$ cat config.mk
export PLATFORM = sky130hd
export DESIGN_NAME = axi_sram_rd_slave_flat
export DESIGN_NICKNAME = d
export VERILOG_FILES = /design/src/mem_pkg.sv /design/src/axi_rd_if.sv /design/src/axi_sram_rd_slave.sv /design/src/flat_wrapper.sv
export SDC_FILE = /design/constraint.sdc
export NUM_CORES = 1
export LEC_CHECK = 0
export BUFFER_PORTS_ARGS = -buffer_cell sky130_fd_sc_hd__buf_4
export CAP_MARGIN = 20
export CORE_UTILIZATION = 20
export DETAILED_ROUTE_END_ITERATION = 6
export PLACE_DENSITY = 0.81
export SLEW_MARGIN = 10
export SYNTH_ARGS = -nofsm -noshare
export SYNTH_HDL_FRONTEND = slang
export SYNTH_SLANG_ARGS = --single-unit
$ cat constraint.sdc
create_clock -name clk -period 1.15 [get_ports clk]
set_input_delay 0.115 -clock clk [delete_from_list [all_inputs] [get_ports clk]]
set_output_delay 0.115 -clock clk [all_outputs]
set_load 0.02 [all_outputs]
$ cat src/mem_pkg.sv
// ----------------------------------------
// widths, bank geometry, response codes and
// FSM state types for the sram read path
// imported by the read interface and by
// every module of the subsystem
// ----------------------------------------
package mem_pkg;

	// bus widths
	localparam int ADDR_W = 32;
	localparam int DATA_W = 32;
	// one strobe bit per byte lane
	localparam int BYTE_W = 8;
	localparam int STRB_W = DATA_W / BYTE_W;

	// bank geometry
	localparam int MEM_WORDS = 256;
	localparam int WIDX_W = $clog2(MEM_WORDS);
	// first byte address past the bank
	localparam int unsigned MEM_BYTES = MEM_WORDS * 4;

	// read response codes, axi encoding
	typedef enum logic [1:0] {
		RESP_OKAY   = 2'b00,
		RESP_SLVERR = 2'b10
	} resp_e;

	// slave read controller
	typedef enum logic {
		WAIT_ADDR,
		WAIT_DATA
	} slv_state_e;

	// fetch master issue FSM
	typedef enum logic [1:0] {
		M_IDLE,
		M_ADDR,
		M_DATA,
		M_HOLD
	} mst_state_e;

endpackage

$ cat src/axi_rd_if.sv
// ----------------------------------------
// axi read address and read data channels
// master modport for the fetch side and
// slave modport for the sram controller
// ----------------------------------------
interface axi_rd_if;
	import mem_pkg::*;

	// read address channel
	logic [ADDR_W-1:0] ar_addr;
	logic              ar_valid;
	logic              ar_ready;

	// read data channel, single beat
	logic [DATA_W-1:0] r_data;
	resp_e             r_resp;
	logic              r_valid;
	logic              r_ready;

	modport master (
		output ar_addr, ar_valid, r_ready,
		input  ar_ready, r_data, r_resp, r_valid
	);

	modport slave (
		input  ar_addr, ar_valid, r_ready,
		output ar_ready, r_data, r_resp, r_valid
	);

endinterface

$ cat src/axi_sram_rd_slave.sv
// ----------------------------------------
// axi read slave in front of the sram bank
// one address at a time, one beat back
// out of range addresses answer SLVERR
// with zero data
// ----------------------------------------
module axi_sram_rd_slave (
	input  logic                       clk,
	input  logic                       rst,
	axi_rd_if.slave                    rd,
	output logic                       sram_re_o,
	output logic [mem_pkg::WIDX_W-1:0] sram_idx_o,
	input  logic [mem_pkg::DATA_W-1:0] sram_rdata_i
);
	import mem_pkg::*;

	slv_state_e state_q;
	slv_state_e state_d;
	logic       ar_fire;
	logic       r_fire;
	logic       in_range;
	// address of the pending beat was outside the bank
	logic       err_q;

	// handshake outputs straight from the state
	assign rd.ar_ready = (state_q == WAIT_ADDR);
	assign rd.r_valid  = (state_q == WAIT_DATA);

	assign ar_fire = rd.ar_valid && rd.ar_ready;
	assign r_fire  = rd.r_valid && rd.r_ready;

	// bank covers byte addresses 0 to 1023
	assign in_range = (rd.ar_addr < MEM_BYTES);

	// word select from bits 9:2
	// low two bits are dropped
	assign sram_idx_o = rd.ar_addr[WIDX_W+1:2];
	// read pulse on address acceptance only
	assign sram_re_o  = ar_fire;

	// next state
	always_comb begin
		state_d = state_q;
		case (state_q)
			WAIT_ADDR: begin
				if (ar_fire) begin
					state_d = WAIT_DATA;
				end
			end
			WAIT_DATA: begin
				// stays here while the master stalls
				if (r_fire) begin
					state_d = WAIT_ADDR;
				end
			end
		endcase
	end

	always_ff @(posedge clk) begin
		if (rst) begin
			state_q <= WAIT_ADDR;
			err_q   <= 1'b0;
		end else begin
			state_q <= state_d;
			if (ar_fire) begin
				err_q <= !in_range;
			end
		end
	end

	// response and data for the beat
	assign rd.r_resp = err_q ? RESP_SLVERR : RESP_OKAY;
	assign rd.r_data = err_q ? '0 : sram_rdata_i;

	// a stalled beat keeps its data
	// depends on the sram read register not advancing
	a_r_data_stable: assert property (@(posedge clk) disable iff (rst)
		rd.r_valid && !rd.r_ready |=> $stable(rd.r_data))
		else $error("r_data changed while the beat was stalled");

endmodule

$ cat src/flat_wrapper.sv
// flat-port wrapper written by rule: the top's interface ports become plain ports
module axi_sram_rd_slave_flat import mem_pkg::*;
  (clk, rst, sram_re_o, sram_idx_o, sram_rdata_i, rd_ar_addr, rd_ar_valid, rd_r_ready, rd_ar_ready, rd_r_data, rd_r_resp, rd_r_valid);
  axi_rd_if rd_i ();
  input  logic clk;
  input  logic rst;
  output logic sram_re_o;
  output logic [mem_pkg::WIDX_W-1:0] sram_idx_o;
  input  logic [mem_pkg::DATA_W-1:0] sram_rdata_i;
  input wire logic [$bits(rd_i.ar_addr)-1:0] rd_ar_addr;
  input wire logic [$bits(rd_i.ar_valid)-1:0] rd_ar_valid;
  input wire logic [$bits(rd_i.r_ready)-1:0] rd_r_ready;
  output wire logic [$bits(rd_i.ar_ready)-1:0] rd_ar_ready;
  output wire logic [$bits(rd_i.r_data)-1:0] rd_r_data;
  output wire logic [$bits(rd_i.r_resp)-1:0] rd_r_resp;
  output wire logic [$bits(rd_i.r_valid)-1:0] rd_r_valid;
  assign rd_i.ar_addr = rd_ar_addr;
  assign rd_i.ar_valid = rd_ar_valid;
  assign rd_i.r_ready = rd_r_ready;
  assign rd_ar_ready = rd_i.ar_ready;
  assign rd_r_data = rd_i.r_data;
  assign rd_r_resp = rd_i.r_resp;
  assign rd_r_valid = rd_i.r_valid;
  axi_sram_rd_slave u_core (.clk(clk), .rst(rst), .rd(rd_i), .sram_re_o(sram_re_o), .sram_idx_o(sram_idx_o), .sram_rdata_i(sram_rdata_i));
endmodule
# Yosys cells after proc, flatten, opt, wreduce, memory -nomap -nowiden
# Index checks and enable logic that the tools add are counted.
dict set report totals {
  reg_bits 2
  in_bits 68
  output_inout_bits 45
}
dict set report classes {
  n_lt_le_gt_ge 1
  muxes 5
  bitwise_logic 1
  reduce_logical 3
}
# op n
set op_table {}
lappend op_table {{32-bit by 11-bit < comparator with 1-bit output (second input constant)} 1}
lappend op_table {{32-bit 2-to-1 mux} 1}
lappend op_table {{1-bit logical AND} 2}
lappend op_table {{1-bit 2-to-1 mux} 2}
lappend op_table {{2-bit 2-to-1 mux} 1}
lappend op_table {{1-bit one-hot mux with 2 select lines} 1}
lappend op_table {{1-bit zero test} 1}
lappend op_table {{1-bit inverter} 1}

# Logic depth before layout (Yosys ltp)
# Gate-level depths: netlist (run 1).
dict set report logic_depth {
  ltp_word 4
  depth_mapped 3
  depth_no_buf 3
}

# Worst setup path before layout (run 1)
# OpenSTA, ideal clock, no wires.
dict set report synth_path {
  path_type {register -> register}
  start {reg u_core.state_q (netlist: u_core.rd.r_valid)}
  end {reg u_core.err_q}
  arrival_ps 1016
  required_ps 1076
  setup_slack_ps 60
  stages_incl_launch_ff 4
  path_buffers 0
  synth_period_minus_slack_ps 1090
  path_cell_list {dfxtp_1 -> nor2b_1 -> o21bai_1 -> a31oi_1}
}
dict set report synth_via {
  elab_chain_len 2
}
# item line_no
set synth_lines {}
lappend synth_lines {{from (decl)} axi_sram_rd_slave.sv:17} ;# slv_state_e state_q;
lappend synth_lines {{from (signal assigned)} axi_sram_rd_slave.sv:64} ;# state_q <= state_d;
lappend synth_lines {{1-bit inverter} axi_sram_rd_slave.sv:26} ;# assign rd.ar_ready = (state_q == WAIT_ADDR);
lappend synth_lines {{1-bit logical AND} axi_sram_rd_slave.sv:29} ;# assign ar_fire = rd.ar_valid && rd.ar_ready;
lappend synth_lines {{named net sram_re_o} flat_wrapper.sv:7} ;# output logic sram_re_o;
lappend synth_lines {{to (signal assigned)} axi_sram_rd_slave.sv:66} ;# err_q <= !in_range;
lappend synth_lines {{to (decl)} axi_sram_rd_slave.sv:23} ;# logic err_q;
# The timed path passes the listed nets, and every way through them passes these cells.
# A chain may end at the register's enable or synchronous reset.

# Worst setup path in the final report (run 1)
dict set report layout_path {
  start {reg u_core.err_q}
  end {out rd_r_data[17]}
}
dict set report layout_via {
  elab_chain_len 1
}
# item line_no
set layout_lines {}
lappend layout_lines {{32-bit 2-to-1 mux} axi_sram_rd_slave.sv:73} ;# assign rd.r_data = err_q ? '0 : sram_rdata_i;
lappend layout_lines {{to (decl)} flat_wrapper.sv:14} ;# output wire logic [$bits(rd_i.r_data)-1:0] rd_r_data;
# Every way passes these cells.

==> results_dict.tcl, run 1 <==
set metrics [dict create \
    dp_cells 169 \
    drc 0 \
    maxCapViolCount 0 \
    gp_congestion 0.6601 \
    timing.fmax_mhz 898.5 \
    finalHoldViolCount 0 \
    wl_per_cell_um 10.67 \
    fin_nets 216 \
    cts_root_buf "clkbuf_4" \
    power_w 0.0008021 \
    die_area_mm2 0.002296 \
    grt_use_total 0.1261 \
    finalSetupViolations 0 \
    p_int_w 0.0005073 \
    std_cell_rows 16 \
    io_pins 113 \
    grt_pass1_vias 583 \
    switching_share 0.3675 \
    clkPwrFrac 0.186 \
    initial_utilization 0.2149 \
    layout-drive-gt1-share 0.7877 \
    cts_made_buffers 3 \
    insertion_delay_ns 0.22 \
    p_leak_nw 0.6250 \
    critPathMaxFanout 16 \
    die_w_um 47.92 \
    r2r_slack_ns 0.33 \
    initialDrtViolationCount 2 \
    grt_pass1_wl_um 2035 \
    synth_cells 61 \
    avgViaCountPerCell 4.289 \
    dr.pass1.iters 2 \
    cts.htree.levels 1 \
    die_y_um 47.92 \
    grt_max_degree 34 \
    drt-total-wl_um 1846 \
    placeableCoreArea_mm2 0.001962 \
    synth_cell_types 15 \
    antenna_found_initial 0 \
    clock-skew-final_ns 0.001365 \
    synth.avg_cell_area_um2 6.912 \
    synth_fp_nets 129 \
    area_growth_pct 177.4 \
    combPwrFrac 0.708 \
    ant_nets 0 \
    clockBufferDepth 2 \
    clkSlewWorstSetupHoldPaths_ns 0.03 \
    hold_path.class "in -> reg" \
    synth_area_um2 421.7 \
    slew_violations 0 \
    end_kind "output pin" \
    rsz0062_at_grt "true" \
    synth-seq-cells 2 \
    worstSetupPathType "reg -> out" \
    worstPathArrival_ns 1.00 \
    power.switching_w 0.0002948 \
    yosysSeqAreaShare 0.09496 \
    clock-sinks 2 \
    seqPwrFrac 0.106 \
    overflow 0 \
    cts_tree "built" \
    instances_no_fill 173 \
    vias 742 \
    fin_crit_ns 1.113 \
    diodes 0 \
    p_per_area_mw_per_mm2 685.7 \
    cp_data_required_time_ns 1.03 \
    hold_buffers 0 \
    critPathLaunchType "register" \
    status "completed" \
    fin_crit_sh 0.9677 \
    tns_ns 0 \
    hold-worst-slack_ns 0.07070 \
    ys_warn_count 0 \
    io_buffers 93 \
    ir_worst_vdd_mv 0.3942 \
]
cells in the mapped netlist:
cell type / n / area, um^2
nor3_2: 1 / 10.01
a31oi_1: 1 / 6.260
and4_1: 1 / 8.760
nor2b_1: 33 / 206.5
a211oi_1: 1 / 7.510
buf_4: 10 / 75.07
conb_1: 1 / 3.750
dfxtp_1: 2 / 40.04
clkbuf_1: 2 / 7.510
nor2_1: 1 / 3.750
nor4_1: 4 / 25.02
buf_2: 1 / 5.000
inv_1: 1 / 3.750
or4_4: 1 / 11.26
o21bai_1: 1 / 7.510
path summary, 6_finish.rpt:
kind | startpoint | to | cells past startpoint
setup / recovery | u_core.err_q | rd_r_data[17] | 3
hold / removal | rst | u_core.rd.r_valid | 2
setup reg to reg | u_core.rd.r_valid | u_core.err_q | 3
hold reg to reg | u_core.rd.r_valid | u_core.rd.r_valid | 1
per-layer routing:
metal / routed length (um) / part of all wire / global-route usage / up-vias
met4: 0 / 0 / 0.05000 / 0
met5: 0 / 0 / 0 / -
li1: - / - / - / 357
met1: 559 / 0.30 / 0.1038 / 324
met3: 220 / 0.12 / 0.01509 / 0
met2: 1065 / 0.58 / 0.2838 / 61
cell families after synthesis:
group,share of synthesized area
AOI/OAI and AO/OA,0.05047
buffers and inverters,0.2166
DFF,0.09496
other,0.008894
and+or+nand+nor,0.6291
power by group through the flow:
stage	Sequential, W	Clock (W)	Combinational [W]
2_1_floorplan	0.0000866	0	0.000269
3_3_place_gp	0.0000827	0	0.000533
3_5_place_dp	0.0000832	0	0.000541
4_1_cts	0.0000823	0.000159	0.000541
5_1_grt	0.0000863	0.000160	0.000611
6_report	0.0000848	0.000149	0.000568
critical path, stage by stage, from the launching register on:
cell	delay (ns)
dfxtp_2	0.34
clkbuf_16	0.17
nor2b_1	0.12
buf_4	0.15
repair_timing:
action / in CTS / in global routing
gates resized for setup: 0 / 15
setup buffers: 0 / 0
endpoints found under the setup margin: 0 / 32
hold endpoints to repair: 0 / 0
state kept, by name (all words and copies together) (netlist names):
| name | cells |
|---|---|
| u_core.err_q | 1 |
| u_core.rd.r_valid | 1 |
cells in the final DEF (no fill, tap or decap), drive strengths merged:
| cell | n |
|---|---|
| or4 | 1 |
| nor2 | 1 |
| nor2b | 33 |
| nor4 | 4 |
| buf | 94 |
| nor3 | 1 |
| o21bai | 1 |
| inv | 1 |
| and4 | 1 |
| dfxtp | 2 |
| a211oi | 1 |
| a31oi | 1 |
| clkbuf | 4 |
| conb | 1 |
layout make-up:
type                            instances  area [um^2]
Fill cell                             180        792.0
Timing Repair Buffer                   95        743.2
Multi-Input combinational cell         45        325.3
Sequential cell                         2        41.29
Tap cell                               27        33.78
Clock buffer                            3        22.52
Inverter                                1        3.754
per-stage QoR:
stage | utilization | worst slack (ns) | instance area [um^2]
after global placement | 0.5536 | 0.09236 | 1086
final | 0.5963 | 0.03709 | 1170
after CTS | 0.5651 | 0.02190 | 1109
after floorplan | - | 0.06016 | 421.7
after detailed placement | 0.5536 | 0.07445 | 1086
after global routing | 0.5963 | -0.01853 | 1170
(Power assumes the default switching activity.)
==> run 2, diff against run 1 <==
ABC_AREA = 1   (was not set)
CORE_UTILIZATION = 23   (was 20)
==> results_dict.tcl, run 2 <==
set metrics [dict create \
    cts.htree.levels 1 \
    fillerInstances 218 \
    die_area_mm2 0.002452 \
    die_y_um 49.52 \
    synth_area_leaders "nor2_1 33%, inv_1 25%, buf_4 14%" \
    initialDrtViolationCount 10 \
    ant_nets 0 \
    critPathLaunchType "register" \
    synth_area_leader_cell "nor2_1" \
    ir_worst_vdd_mv 0.3863 \
    grt_use_total 0.1490 \
    regToRegStartpoint "u_core.rd.r_valid" \
    initial_utilization 0.2543 \
    clock-skew-final_ns 0.001169 \
    dr.pass1.iters 5 \
    dp_hpwl_um 1592 \
    slew_violations 0 \
    final_cell_mix "93 x buf_4, 43 x nor2_1, 35 x inv_1, 6 x nor2_2, 5 x nand2_1" \
    status "completed" \
    cp_top_family "flip-flops" \
    cp_num_cells 3 \
    antenna_found_initial 0 \
    ys_warn_count 0 \
    timing.fmax_mhz 927.4 \
    die_w_um 49.52 \
    cts_tree "built" \
    slowest_stage "dfxtp_2" \
    grt_max_degree 24 \
    synth-seq-cells 2 \
    synth_ff_type "dfxtp_1" \
    yosysSeqAreaShare 0.07711 \
    clock-sinks 2 \
    avgViaCountPerCell 3.811 \
    synth_edf_count 0 \
    drc 0 \
    place_area_mm2 0.001184 \
    area_growth_pct 134.7 \
    maxCapViolCount 0 \
    fin_crit_ns 1.078 \
    clockBufferDepth 2 \
    tns_ns 0 \
    hold_path.class "in -> reg" \
    fin_nets 265 \
    rsz0062_at_grt "false" \
    critPathMaxStageDelay_ns 0.32 \
    clkSlewWorstSetupHoldPaths_ns 0.03 \
    synth_fp_nets 179 \
    synth_most_common_cell "nor2_1" \
    p_leak_nw 0.8072 \
    post-route-cell-area_mm2 0.001219 \
    end_kind "output pin" \
    io_pins 113 \
    cts_root_buf "clkbuf_4" \
    synth_area_um2 519.2 \
    r2r_slack_ns 0.28 \
    worstSetupPathType "reg -> out" \
    finalHoldViolCount 0 \
    crit_path_start "u_core.err_q" \
    synth_cell_types 12 \
    synth_top_area_frac 0.3325 \
    layout_commonest_cell "buf_4" \
    drt-total-wl_um 1861 \
    finalSetupViolations 0 \
    path_cells "buf_12 > nor2_1 > buf_4" \
    placeableCoreArea_mm2 0.002042 \
    synth.avg_cell_area_um2 4.678 \
    worstPathBufferInverterCount 2 \
    critPathMaxFanout 23 \
    async_flop_share 0 \
    grt_pass1_wl_um 2870 \
    synth_common_cells "46 x nor2_1, 35 x inv_1, 10 x buf_4" \
    rr_worst_depth 6 \
    timing.rr.end "u_core.err_q" \
    diodes 0 \
    p_per_area_mw_per_mm2 656.0 \
    worstPathArrival_ns 0.96 \
    synth_cells 111 \
    overflow 0 \
    cts_made_buffers 3 \
    grt_pass1_vias 704 \
    io_buffers 93 \
    std_cell_rows 16 \
    gp_congestion 0.7099 \
    cp_data_required_time_ns 1.03 \
    layout-drive-gt1-share 0.5538 \
    fin_crit_sh 0.9376 \
    vias 846 \
    insertion_delay_ns 0.22 \
    crit_path_end "rd_r_data[19]" \
    wl_per_cell_um 8.383 \
]
-- run 2: report_power, final --
part | leakage [nW] | switching [W] | internal, W | total [W]
sequential | 0.0169 | 0.00000624 | 0.0000762 | 0.0000825
combinational | 0.777 | 0.000267 | 0.000296 | 0.000563
clock | 0.0138 | 0.0000386 | 0.000115 | 0.000154
total | 0.807 | 0.000312 | 0.000488 | 0.000799
-- run 2: worst min-delay path by stage --
stage	startpoint	end	slack [ns]	cells past startpoint
finish	rst	u_core.err_q	0.13	4
global route	rst	u_core.rd.r_valid	0.14	2
CTS	rst	u_core.err_q	0.13	4
detailed placement	rd_ar_addr[4]	sram_idx_o[2]	0.23	0
global placement	rd_ar_addr[4]	sram_idx_o[2]	0.23	0
floorplan	rst	u_core.err_q	0.26	3
-- run 2: worst register-to-register path: stages (launching register included) --
cell	delay, ns
dfxtp_1	0.33
nor2_4	0.15
nand2_2	0.06
nor2_2	0.07
nand3_1	0.06
nand2_1	0.06
inv_1	0.03
-- run 2: logic make-up after synthesis --
| kind of cell | Yosys count | share of synthesized area |
|---|---|---|
| other | 1 | 0.007222 |
| DFF | 2 | 0.07711 |
| buffers and inverters | 49 | 0.4361 |
| and+or+nand+nor | 58 | 0.4602 |
| AOI/OAI and AO/OA | 1 | 0.01928 |
-- run 2: cell type report --
cell class,instances,area [um^2],area share
inverters,35,131.4,0.1078
flip-flops and latches,2,41.29,0.03388
repair buffers,95,729.5,0.5986
clock buffers,3,22.52,0.01848
well taps,27,33.78,0.02772
multi-input cells,60,260.3,0.2136
-- run 2: metrics by stage --
step                total power [W]    util  cells  hold WS (ns)  setup slack [ns]
global route              0.0008694  0.5968    222        0.1371          0.007111
floorplan                 0.0003749       -    111        0.2631            0.1482
global placement          0.0006368  0.5797    219        0.2301            0.2596
CTS                       0.0008057  0.5907    222        0.1328           0.03447
finish                    0.0007995  0.5968    222        0.1270           0.07172
detailed placement        0.0006436  0.5797    219        0.2301            0.2679
-- run 2: layer usage --
metal / part of all wire / track usage
met4: 0 / 0.03333
met5: 0 / 0
met2: 0.53 / 0.2831
met3: 0.14 / 0.09877
met1: 0.33 / 0.1271
-- run 2: timing repair --
| action | CTS | global route |
|---|---|---|
| hold endpoints to repair | 0 | 0 |
| buffers inserted | 0 | 0 |
| resized for setup | 0 | 5 |
| setup endpoints to repair | 0 | 10 |
| hold buffers | 0 | 0 |
