**config.mk**
```make
export PLATFORM = sky130hd
export DESIGN_NAME = fetch_master_flat
export DESIGN_NICKNAME = d
export VERILOG_FILES = /design/src/mem_pkg.sv /design/src/axi_rd_if.sv /design/src/fetch_master.sv /design/src/flat_wrapper.sv
export SDC_FILE = /design/constraint.sdc
export NUM_CORES = 1
export LEC_CHECK = 0
export ABC_AREA = 1
export BUFFER_PORTS_ARGS = -buffer_cell sky130_fd_sc_hd__buf_2
export CORE_ASPECT_RATIO = 1.1
export CORE_UTILIZATION = 25
export CTS_CLUSTER_SIZE = 20
export DETAILED_ROUTE_END_ITERATION = 10
export PLACE_DENSITY_LB_ADDON = 0.3
export SLEW_MARGIN = 20
export SYNTH_ARGS = -nofsm -noshare
export SYNTH_HDL_FRONTEND = slang
export SYNTH_SLANG_ARGS = --single-unit
```
**constraint.sdc**
```tcl
create_clock -name clk -period 2.5 [get_ports clk]
set_input_delay 0.25 -clock clk [delete_from_list [all_inputs] [get_ports clk]]
set_output_delay 0.25 -clock clk [all_outputs]
set_load 0.05 [all_outputs]
```
**src/mem_pkg.sv**
```systemverilog
// ----------------------------------------
// widths, bank geometry, response codes and
// FSM state types for the sram read path
// imported by the read interface and by
// every module of the subsystem
// ----------------------------------------
package mem_pkg;

	// bus widths
	localparam int ADDR_W = 32;
	localparam int DATA_W = 32;
	// one strobe bit per byte lane
	localparam int BYTE_W = 8;
	localparam int STRB_W = DATA_W / BYTE_W;

	// bank geometry
	localparam int MEM_WORDS = 256;
	localparam int WIDX_W = $clog2(MEM_WORDS);
	// first byte address past the bank
	localparam int unsigned MEM_BYTES = MEM_WORDS * 4;

	// read response codes, axi encoding
	typedef enum logic [1:0] {
		RESP_OKAY   = 2'b00,
		RESP_SLVERR = 2'b10
	} resp_e;

	// slave read controller
	typedef enum logic {
		WAIT_ADDR,
		WAIT_DATA
	} slv_state_e;

	// fetch master issue FSM
	typedef enum logic [1:0] {
		M_IDLE,
		M_ADDR,
		M_DATA,
		M_HOLD
	} mst_state_e;

endpackage

```
**src/axi_rd_if.sv**
```systemverilog
// ----------------------------------------
// axi read address and read data channels
// master modport for the fetch side and
// slave modport for the sram controller
// ----------------------------------------
interface axi_rd_if;
	import mem_pkg::*;

	// read address channel
	logic [ADDR_W-1:0] ar_addr;
	logic              ar_valid;
	logic              ar_ready;

	// read data channel, single beat
	logic [DATA_W-1:0] r_data;
	resp_e             r_resp;
	logic              r_valid;
	logic              r_ready;

	modport master (
		output ar_addr, ar_valid, r_ready,
		input  ar_ready, r_data, r_resp, r_valid
	);

	modport slave (
		input  ar_addr, ar_valid, r_ready,
		output ar_ready, r_data, r_resp, r_valid
	);

endinterface

```
**src/fetch_master.sv**
```systemverilog
// ----------------------------------------
// fetch master for the axi read channel
// two-entry request queue, issue FSM and a
// result hold register that takes stalls
// ----------------------------------------
module fetch_master (
	input  logic                       clk,
	input  logic                       rst,
	axi_rd_if.master                   rd,
	input  logic                       req_valid_i,
	input  logic [mem_pkg::ADDR_W-1:0] req_addr_i,
	output logic                       req_ready_o,
	output logic                       res_valid_o,
	output logic [mem_pkg::DATA_W-1:0] res_data_o,
	output logic                       res_err_o,
	input  logic                       res_ready_i
);
	import mem_pkg::*;

	// request queue
	logic [ADDR_W-1:0] q_addr [2];
	logic              wr_ptr_q;
	logic              rd_ptr_q;
	logic [1:0]        count_q;
	// goes high the cycle after reset is released
	logic              live_q;
	logic              push;
	logic              pop;

	// issue FSM
	mst_state_e        state_q;
	mst_state_e        state_d;
	logic              ar_fire;
	logic              r_fire;

	// result hold register
	logic              hold_valid_q;
	logic [DATA_W-1:0] hold_data_q;
	logic              hold_err_q;

	// room while fewer than two entries wait
	assign req_ready_o = live_q && (count_q != 2'd2);
	assign push = req_valid_i && req_ready_o;
	// head leaves on the address handshake
	assign pop  = ar_fire;

	always_ff @(posedge clk) begin
		if (push) begin
			q_addr[wr_ptr_q] <= req_addr_i;
		end
	end

	always_ff @(posedge clk) begin
		if (rst) begin
			live_q   <= 1'b0;
			wr_ptr_q <= 1'b0;
			rd_ptr_q <= 1'b0;
			count_q  <= 2'd0;
		end else begin
			live_q <= 1'b1;
			if (push) begin
				wr_ptr_q <= !wr_ptr_q;
			end
			if (pop) begin
				rd_ptr_q <= !rd_ptr_q;
			end
			count_q <= count_q + {1'b0, push} - {1'b0, pop};
		end
	end

	// read channel drive
	assign rd.ar_valid = (state_q == M_ADDR);
	assign rd.ar_addr  = q_addr[rd_ptr_q];
	// take a beat only into an empty hold register
	assign rd.r_ready  = !hold_valid_q;

	assign ar_fire = rd.ar_valid && rd.ar_ready;
	assign r_fire  = rd.r_valid && rd.r_ready;

	// M_HOLD means the beat is there but the hold register is full
	always_comb begin
		state_d = state_q;
		case (state_q)
			M_IDLE: begin
				if (count_q != 2'd0) begin
					state_d = M_ADDR;
				end
			end
			M_ADDR: begin
				if (ar_fire) begin
					state_d = M_DATA;
				end
			end
			M_DATA, M_HOLD: begin
				if (r_fire) begin
					// go straight on if another entry waits
					state_d = (count_q != 2'd0) ? M_ADDR : M_IDLE;
				end else if (rd.r_valid) begin
					state_d = M_HOLD;
				end
			end
		endcase
	end

	always_ff @(posedge clk) begin
		if (rst) begin
			state_q      <= M_IDLE;
			hold_valid_q <= 1'b0;
		end else begin
			state_q <= state_d;
			if (r_fire) begin
				hold_valid_q <= 1'b1;
			end else if (res_ready_i) begin
				hold_valid_q <= 1'b0;
			end
		end
	end

	// result payload
	always_ff @(posedge clk) begin
		if (r_fire) begin
			hold_data_q <= rd.r_data;
			hold_err_q  <= (rd.r_resp == RESP_SLVERR);
		end
	end

	assign res_valid_o = hold_valid_q;
	assign res_data_o  = hold_data_q;
	assign res_err_o   = hold_err_q;

	// waiting address keeps valid and payload until the slave takes it
	a_ar_addr_stable: assert property (@(posedge clk) disable iff (rst)
		rd.ar_valid && !rd.ar_ready |=> rd.ar_valid && $stable(rd.ar_addr))
		else $error("ar_addr changed while waiting for ar_ready");

endmodule

```
**src/flat_wrapper.sv**
```systemverilog
// flat-port wrapper written by rule: the top's interface ports become plain ports
module fetch_master_flat import mem_pkg::*;
  (clk, rst, req_valid_i, req_addr_i, req_ready_o, res_valid_o, res_data_o, res_err_o, res_ready_i, rd_ar_addr, rd_ar_valid, rd_r_ready, rd_ar_ready, rd_r_data, rd_r_resp, rd_r_valid);
  axi_rd_if rd_i ();
  input  logic clk;
  input  logic rst;
  input  logic req_valid_i;
  input  logic [mem_pkg::ADDR_W-1:0] req_addr_i;
  output logic req_ready_o;
  output logic res_valid_o;
  output logic [mem_pkg::DATA_W-1:0] res_data_o;
  output logic res_err_o;
  input  logic res_ready_i;
  output wire logic [$bits(rd_i.ar_addr)-1:0] rd_ar_addr;
  output wire logic [$bits(rd_i.ar_valid)-1:0] rd_ar_valid;
  output wire logic [$bits(rd_i.r_ready)-1:0] rd_r_ready;
  input wire logic [$bits(rd_i.ar_ready)-1:0] rd_ar_ready;
  input wire logic [$bits(rd_i.r_data)-1:0] rd_r_data;
  input wire logic [$bits(rd_i.r_resp)-1:0] rd_r_resp;
  input wire logic [$bits(rd_i.r_valid)-1:0] rd_r_valid;
  assign rd_ar_addr = rd_i.ar_addr;
  assign rd_ar_valid = rd_i.ar_valid;
  assign rd_r_ready = rd_i.r_ready;
  assign rd_i.ar_ready = rd_ar_ready;
  assign rd_i.r_data = rd_r_data;
  assign rd_i.r_resp = rd_r_resp;
  assign rd_i.r_valid = rd_r_valid;
  fetch_master u_core (.clk(clk), .rst(rst), .rd(rd_i), .req_valid_i(req_valid_i), .req_addr_i(req_addr_i), .req_ready_o(req_ready_o), .res_valid_o(res_valid_o), .res_data_o(res_data_o), .res_err_o(res_err_o), .res_ready_i(res_ready_i));
endmodule
```
[Word level (Yosys, flattened, before mapping)]
Memory sizes are Yosys's and may differ from the RTL's. A register that Yosys moved wholly into a read port is not among the register bits.
Cells that the tools add are included.
Word-level totals
  bits in registers: 41
  memory bits (writable): 64
  input bits: 72
  output and inout bits: 69
  word-level logic and storage cells: 44
  memories: 1
Operators by class
  add/sub/neg operators: 2
  eq/ne operators: 8
  muxes and demuxes: 13
  reductions and logical operators: 12
Memory list
  u_core.q_addr: depth 2, bits a word 32, rd ports 1, clocked after Yosys merged registers in 1, write ports 1, RTL line fetch_master.sv:21  | logic [ADDR_W-1:0] q_addr [2];
Operators by type and width (count)
  two-way mux 1 bit: 8
  two-way mux 2 bit: 4
  == test 2 bit (second input constant): 3
  case mux 2 bit (3 select lines): 1
  logical AND 1 bit: 4
  inequality test 2 bit (second input constant): 2
  nonzero test 2 bit: 2
  logical NOT 1 bit: 3
  inequality test 3 x 2 -> 1 bit (second input constant): 1
  AND reduction 3 bit: 1
  adder 2 x 1 -> 2 bit: 1
  == test 2 x 1 -> 1 bit (second input constant): 1
  logical NOT 2 bit: 1
  inequality test 2 x 1 -> 1 bit (second input constant): 1
  OR reduction 2 bit: 1
  subtractor 2 x 1 -> 2 bit: 1

[Longest topological paths before layout]
Gate-level depths: netlist (run 1).
  depth in word-level cells: 5
  mapped depth: 11

[Least setup slack after synthesis (run 1)]
OpenSTA, ideal clock, no wires.
  path type: reg-to-reg
  start: reg u_core.count_q[0]
  end: mem u_core.q_addr[1][0], enable pin
  arrival: 1925 ps
  slack: 152 ps
  stages on the path, launching flop included: 5
  buffers on the path: 0
  period minus slack after synthesis: 2348 ps
  cells stage by stage: dfxtp_1 inv_2 nand2_1 nand3_1 nor2_1
Between the ends
  word-level cells in the longest chain between the ends: 5
Ends and longest elaborated chain
  start, declared: RTL line fetch_master.sv:24  | logic [1:0] count_q;
  start signal, assigned: RTL line fetch_master.sv:67  | count_q <= count_q + {1'b0, push} - {1'b0, pop};
  inequality test 2 bit: RTL line fetch_master.sv:42  | assign req_ready_o = live_q && (count_q != 2'd2);
  logical AND 1 bit: RTL line fetch_master.sv:42
  logical AND 1 bit: RTL line fetch_master.sv:43  | assign push = req_valid_i && req_ready_o;
  two-way mux 1 bit: RTL line fetch_master.sv:48  | if (push) begin
  two-way mux 1 bit (not written as such): RTL line fetch_master.sv:49  | q_addr[wr_ptr_q] <= req_addr_i;
  end, declared: RTL line fetch_master.sv:21
Every way passes these cells.

==> key figures, run 1 <==
Synthesis
  – Distinct cells, synth: 20
  – Register bit total from synthesis: roughly 110
  – Synthesis warning total: 0
  – Avg Cell Area, Syn: just under 20 µm²
  – Cell Area, Synth: about 3900 µm²
  – Seq/Total Area, Yosys: 0.800
  – Synth top area share: 0.753
  – Synthesized instance count: between 150 and 200
  – Syn Nets: 270
  – Largest area contributor in the netlist: edfxtp_1
  – Largest cells by area after synthesis: edfxtp_1 (75%), mux2_4 (12%), dfxtp_1 (4.7%)

Die
  – Row count: 47
  – Die area: around 16,000 µm²
  – Core Area: ~15,000 µm²
  – Die Y: 132 µm
  – Initial core utilization: 0.257
  – Ports: roughly 140
  – DIE WIDTH: roughly 120 µm

Clock tree
  – Clock slew at reported path FFs: around 70 ps
  – CTS tree: yes
  – # resized after CTS: 0
  – CTS Sinks: 106
  – CTS Root Cell: clkbuf_16
  – Post-CTS Setup Repair Bufs: 0
  – CTS buffer count: 9
  – Max Root-Sink Buffers: 2
  – Hold-fix buffers, CTS: 0
  – H-tree Lvls: 3
  – Clk_lat worst skew: 340 ps

Critical path
  – Largest stage delay on the critical path: 600 ps
  – Critical path required time: 2250 ps
  – Worst Setup End Kind: primary output
  – Crit path cell chain: buf_12 > mux2_2 > buf_2
  – Worst Setup Start Kind: flip-flop
  – Critical path peak fanout: 21
  – CP max-delay cell: dfxtp_2
  – Worst Path Class, Setup: reg -> out
  – R2r setup slk: approximately 850 ps
  – Crit path DAT: ~1800 ps
  – RR Startpoint: u_core.count_q[0]$_SDFF_PP0_

GRT
  – Vias in the first global route: approximately 2.3k
  – Largest net degree at the start of global routing: 36
  – Initial antenna violation count: 2
  – Overall Global Routing Usage: 0.0961
  – Overflow after GRT: 0
  – Global-route wire length before repair: 11,500 µm

Hold path
  – Class of the worst hold path: in -> reg
  – HP Start: rd_r_data[2]

Routing
  – DRC Markers: 0
  – Vias per cell: 4.00
  – Via count: between 2k and 2.5k
  – DR iter-0 viols: 81
  – WL final: around 7200 µm
  – Drt wl/cell: around 13 µm
  – Antenna viol nets, final: 0
  – First drt pass iteration count: 4

Power
  – Pwr Density: 939 nW/µm²
  – Clk pwr share: 0.294
  – Peak VDD IR: about 0.33 mV
  – Switching portion of total power: 0.314
  – Int Power: 3.32 mW
  – Net Sw Power: 1.52 mW
  – Comb pwr share: 0.259
  – Pleak: approximately 2.1 nW
  – Seq pwr share: 0.447

Layout
  – Share of layout cells above drive strength 1: 0.563
  – Commonest non-fill, non-tap cells in the layout: buf_2 (140), edfxtp_1 (97), mux2_4 (30)
  – Most common cell after layout, fill and taps aside: buf_2
  – Cell Count, Final, Fillers Out: 549
  – Fillers: roughly 1.5k
  – Final net count: approximately 420
  – Layout area overhead: 33.4%

STA
  – Setup violations, final: 0
  – Slew headroom: 0.698
  – Setup TNS: 0 ps
  – Highest clock rate: between 400 and 500 MHz
  – Clock skew: roughly 8.8 ps
  – Worst Tran Pin Value: 451 ps
  – Minimum clock period: approximately 2000 ps
  – RSZ-0062 raised after global routing: false
  – Period utilization: 0.810
  – Final-report hold violation count: 0
  – Max-slew violation count: 0
  – Final WS setup: 476 ps

Placement
  – Place WS: a little over 800 ps
  – Last weighted congestion value of the routability-driven placer: 0.698
  – HPWL Detailed: between 5000 and 6000 µm
  – Dpl cells: approximately 530
  – Port bufs: 140

Run
  – Max-cap violations: 0

Status
  – Outcome: finished clean
flip-flops by register name (all words and copies together), names as in the netlist, named ones only:
signal and cells:
u_core.count_q 2, u_core.live_q 1, u_core.q_addr 64, u_core.rd_ptr_q 1, u_core.res_data_o 32, u_core.res_err_o 1, u_core.res_valid_o 1, u_core.state_q 2
u_core.wr_ptr_q 1
Yosys cell counts:
library cell,n
a21boi_0,1
nand2_1,11
buf_6,4
xnor2_1,1
nor2_1,13
nor2_2,2
a21oi_1,1
o21ai_0,1
o21a_1,1
ha_1,2
nand3_1,3
inv_2,2
inv_1,13
mux2_2,2
dfxtp_1,9
xor2_1,1
nor3b_1,1
mux2_4,30
edfxtp_1,97
nand2_2,1
routing by layer:
layer | part of all wire | vias up | routed length (µm) | GRT usage
li1 | - | 1019 | - | -
met1 | 0.41 | 1046 | 2940 | 0.107
met2 | 0.46 | 114 | 3320 | 0.150
met3 | 0.10 | 14 | 736 | 0.0422
met4 | 0.026 | 2 | 186 | 0.0610
met5 | 0.0022 | - | 16 | 0
logic make-up (layout without fill, tap and decap cells):
group	Yosys count	in the layout	share of synthesized area
AOI/OAI and AO/OA	4	4	0.00647
other	0	1	0
xor gates and xnor gates	2	2	0.00453
and+or+nand+nor	31	31	0.0340
muxes	32	32	0.122
adders and majority gates	2	2	0.00647
DFF	106	106	0.800
buffers and inverters	19	175	0.0262
stage by stage:
stage	util	total power, mW	area, µm²	hold slack, ps
after global routing	0.342	5.06	5150	53.4
after floorplan	-	3.20	3870	319
final	0.343	4.84	5160	76.2
after global placement	0.322	3.46	4840	427
after detailed placement	0.322	3.48	4840	428
after CTS	0.342	4.92	5150	53.7
final timing paths:
check,end,cells past startpoint
worst max register to register,u_core.q_addr[0][5]$_DFFE_PP_,5
worst min register to register,u_core.rd_ptr_q$_SDFFE_PP0P_,2
worst max-delay path,rd_ar_addr[0],3
worst min-delay path,u_core.res_data_o[2]$_DFFE_PP_,1
cell type report:
cell class                 instances  area [µm²]  area share
sequential                       106        3090       0.600
timing repair buffer             144         756       0.147
multi-input combinational         71         692       0.134
clock buffer                      14         297      0.0575
tap                              196         245      0.0475
inverter                          15        56.3      0.0109
clock inverter                     2        15.0     0.00291
antenna                            1        2.50    0.000485
critical path: cells and delay by family (launching register included):
| kind | cells | cell delay (ps) |
|---|---|---|
| mux | 1 | 360 |
| buf+inv | 2 | 460 |
| flops | 1 | 600 |
power by group through the flow:
stage,Clock [mW],Sequential [mW],Combinational (mW)
final,1.42,2.16,1.25
after global routing,1.54,2.18,1.34
after CTS,1.48,2.17,1.27
after detailed placement,0,2.21,1.27
after global placement,0,2.20,1.26
after floorplan,0,2.29,0.909
No activity file was read; power rests on OpenSTA's default activity.
==> run 2: changes to the inputs <==
clock period = 2 ns   (was 2.5 ns; I/O delays follow)
==> key figures, run 2 (same netlist as run 1, synthesis figures left out) <==
Clock tree
  – CTS Sinks: between 100 and 150
  – Max Root-Sink Buffers: 2
  – H-tree Lvls: 3
  – Clk_lat worst skew: approximately 340 ps
  – CTS tree: yes
  – # resized after CTS: 0
  – CTS Root Cell: clkbuf_16
  – Hold-fix buffers, CTS: 0
  – Clock slew at reported path FFs: about 70 ps
  – CTS buffer count: 9
  – Post-CTS Setup Repair Bufs: 0

Power
  – Pleak: about 2.1 nW
  – Pwr Density: between 1000 and 1500 nW/µm²
  – Peak VDD IR: 0.420 mV

Critical path
  – R2r setup slk: around 450 ps
  – Crit path DAT: around 1600 ps
  – Critical path peak fanout: 22
  – Crit path buf inv count: 2
  – RR Startpoint: u_core.state_q[1]$_SDFFE_PP0P_
  – Worst Setup Start Kind: flip-flop
  – Critical path required time: ~1800 ps
  – CP max-delay cell: mux2_2
  – Largest stage delay on the critical path: between 300 and 400 ps
  – Reg2reg end: u_core.count_q[1]$_SDFF_PP0_
  – Crit path cell chain: buf_4 > mux2_2 > buf_2
  – R2r worst-path depth: 10
  – Family with the most delay on the worst path: buffers and inverters
  – Worst Setup End Kind: primary output
  – Worst Path Class, Setup: reg -> out

Run
  – Max-cap violations: 0

Layout
  – Max reg flops: between 60 and 70
  – Layout area overhead: 33.2%
  – Commonest non-fill, non-tap cells in the layout: buf_2 (140), edfxtp_1 (97), mux2_4 (30)
  – Cell Count, Final, Fillers Out: approximately 550
  – Final net count: about 420
  – Most common cell after layout, fill and taps aside: buf_2
  – Combined area of the multi-input logic cells: 692 µm²
  – Share of layout cells above drive strength 1: 0.566
  – # diodes: 0
  – Fillers: ~1.5k
  – Reg with most FFs: u_core.q_addr
  – Register area: between 3000 and 4000 µm²

STA
  – Clock skew: ~4.8 ps
  – Highest clock rate: 545 MHz
  – Setup TNS: 0 ps
  – Setup violations, final: 0
  – RSZ-0062 raised after global routing: false
  – Period utilization: 0.917
  – Slew headroom: 0.728
  – Max-slew violation count: 0
  – Worst Tran Pin Value: between 400 and 500 ps
  – Final-report hold violation count: 0
  – Minimum clock period: roughly 1800 ps

Placement
  – Dpl cells: roughly 540
  – HPWL Detailed: between 4000 and 5000 µm
  – Last weighted congestion value of the routability-driven placer: approximately 0.7
  – Port bufs: 140

Routing
  – WL final: 6900 µm
  – DRC Markers: 0
  – Vias per cell: a little under 4
  – Antenna viol nets, final: 0
  – Via count: 2,128
  – Drt wl/cell: roughly 13 µm
  – First drt pass iteration count: 4
  – DR iter-0 viols: just over 60

GRT
  – Vias in the first global route: 2,144
  – Initial antenna violation count: 0
  – Global-route wire length before repair: between 10,000 and 15,000 µm
  – Overflow after GRT: 0
  – Largest net degree at the start of global routing: 35
  – Overall Global Routing Usage: 0.0907

Hold path
  – WHS Path Cells: 1
  – HP Start: rd_r_data[21]
  – Hold EP: u_core.res_data_o[21]$_DFFE_PP_
  – Class of the worst hold path: in -> reg

Die
  – Die Y: 132 µm
  – Ports: between 100 and 150
  – DIE WIDTH: approximately 120 µm
  – Initial core utilization: 0.257
  – Die area: 16,000 µm²
  – Row count: 47
  – Core Area: ~15,000 µm²

Status
  – Outcome: finished clean
==> run 2: worst reg2reg max path: cells and delay by family, from the launching register on <==
| family | cells | cell delay (ps) |
|---|---|---|
| xor gates and xnor gates | 1 | 180 |
| adders and majority gates | 2 | 440 |
| buffers and inverters | 2 | 90 |
| DFF | 1 | 420 |
| and+or+nand+nor | 5 | 310 |
==> run 2: power by group <==
part	total [mW]	internal (mW)	switching [mW]
combinational	1.59	0.499	1.09
clock	1.83	1.09	0.738
sequential	2.67	2.61	0.0599
==> run 2: final cells by class <==
class                           count  share of cell area
Clock buffer                       10              0.0444
Inverter                           15              0.0109
Sequential cell                   106               0.601
Multi-Input combinational cell     71               0.134
Clock inverter                      6              0.0158
Tap cell                          196              0.0476
Timing Repair Buffer              147               0.146
==> run 2: how the worst max path moves through the flow <==
stage / cells past startpoint / start / endpoint
floorplan: 6 / u_core.res_valid_o$_SDFFE_PP0P_ / u_core.state_q[0]$_SDFFE_PP0P_
global placement: 10 / u_core.state_q[1]$_SDFFE_PP0P_ / u_core.count_q[1]$_SDFF_PP0_
detailed placement: 10 / u_core.state_q[1]$_SDFFE_PP0P_ / u_core.count_q[1]$_SDFF_PP0_
CTS: 3 / flip-flop / rd_ar_addr[0]
global route: 3 / flip-flop / rd_ar_addr[31]
finish: 3 / flip-flop / rd_ar_addr[31]
==> run 2: stage by stage <==
| step | worst slack [ps] | power [mW] | hold WS (ps) | util | area [µm²] |
|---|---|---|---|---|---|
| finish | 165 | 6.08 | 30.0 | 0.342 | 5150 |
| floorplan | 53.4 | 4.00 | 269 | - | 3870 |
| CTS | 116 | 6.19 | 7.46 | 0.342 | 5150 |
| detailed placement | 444 | 4.34 | 378 | 0.322 | 4840 |
| global placement | 499 | 4.32 | 376 | 0.322 | 4840 |
| global route | 79.2 | 6.35 | 5.38 | 0.342 | 5150 |
==> run 2: layer usage <==
layer / track usage / vias up / routed length [µm]
li1: - / 1024 / -
met1: 0.0995 / 984 / 2860
met2: 0.144 / 109 / 3230
met3: 0.0392 / 11 / 641
met4: 0.0556 / 0 / 169
met5: 0 / - / 0
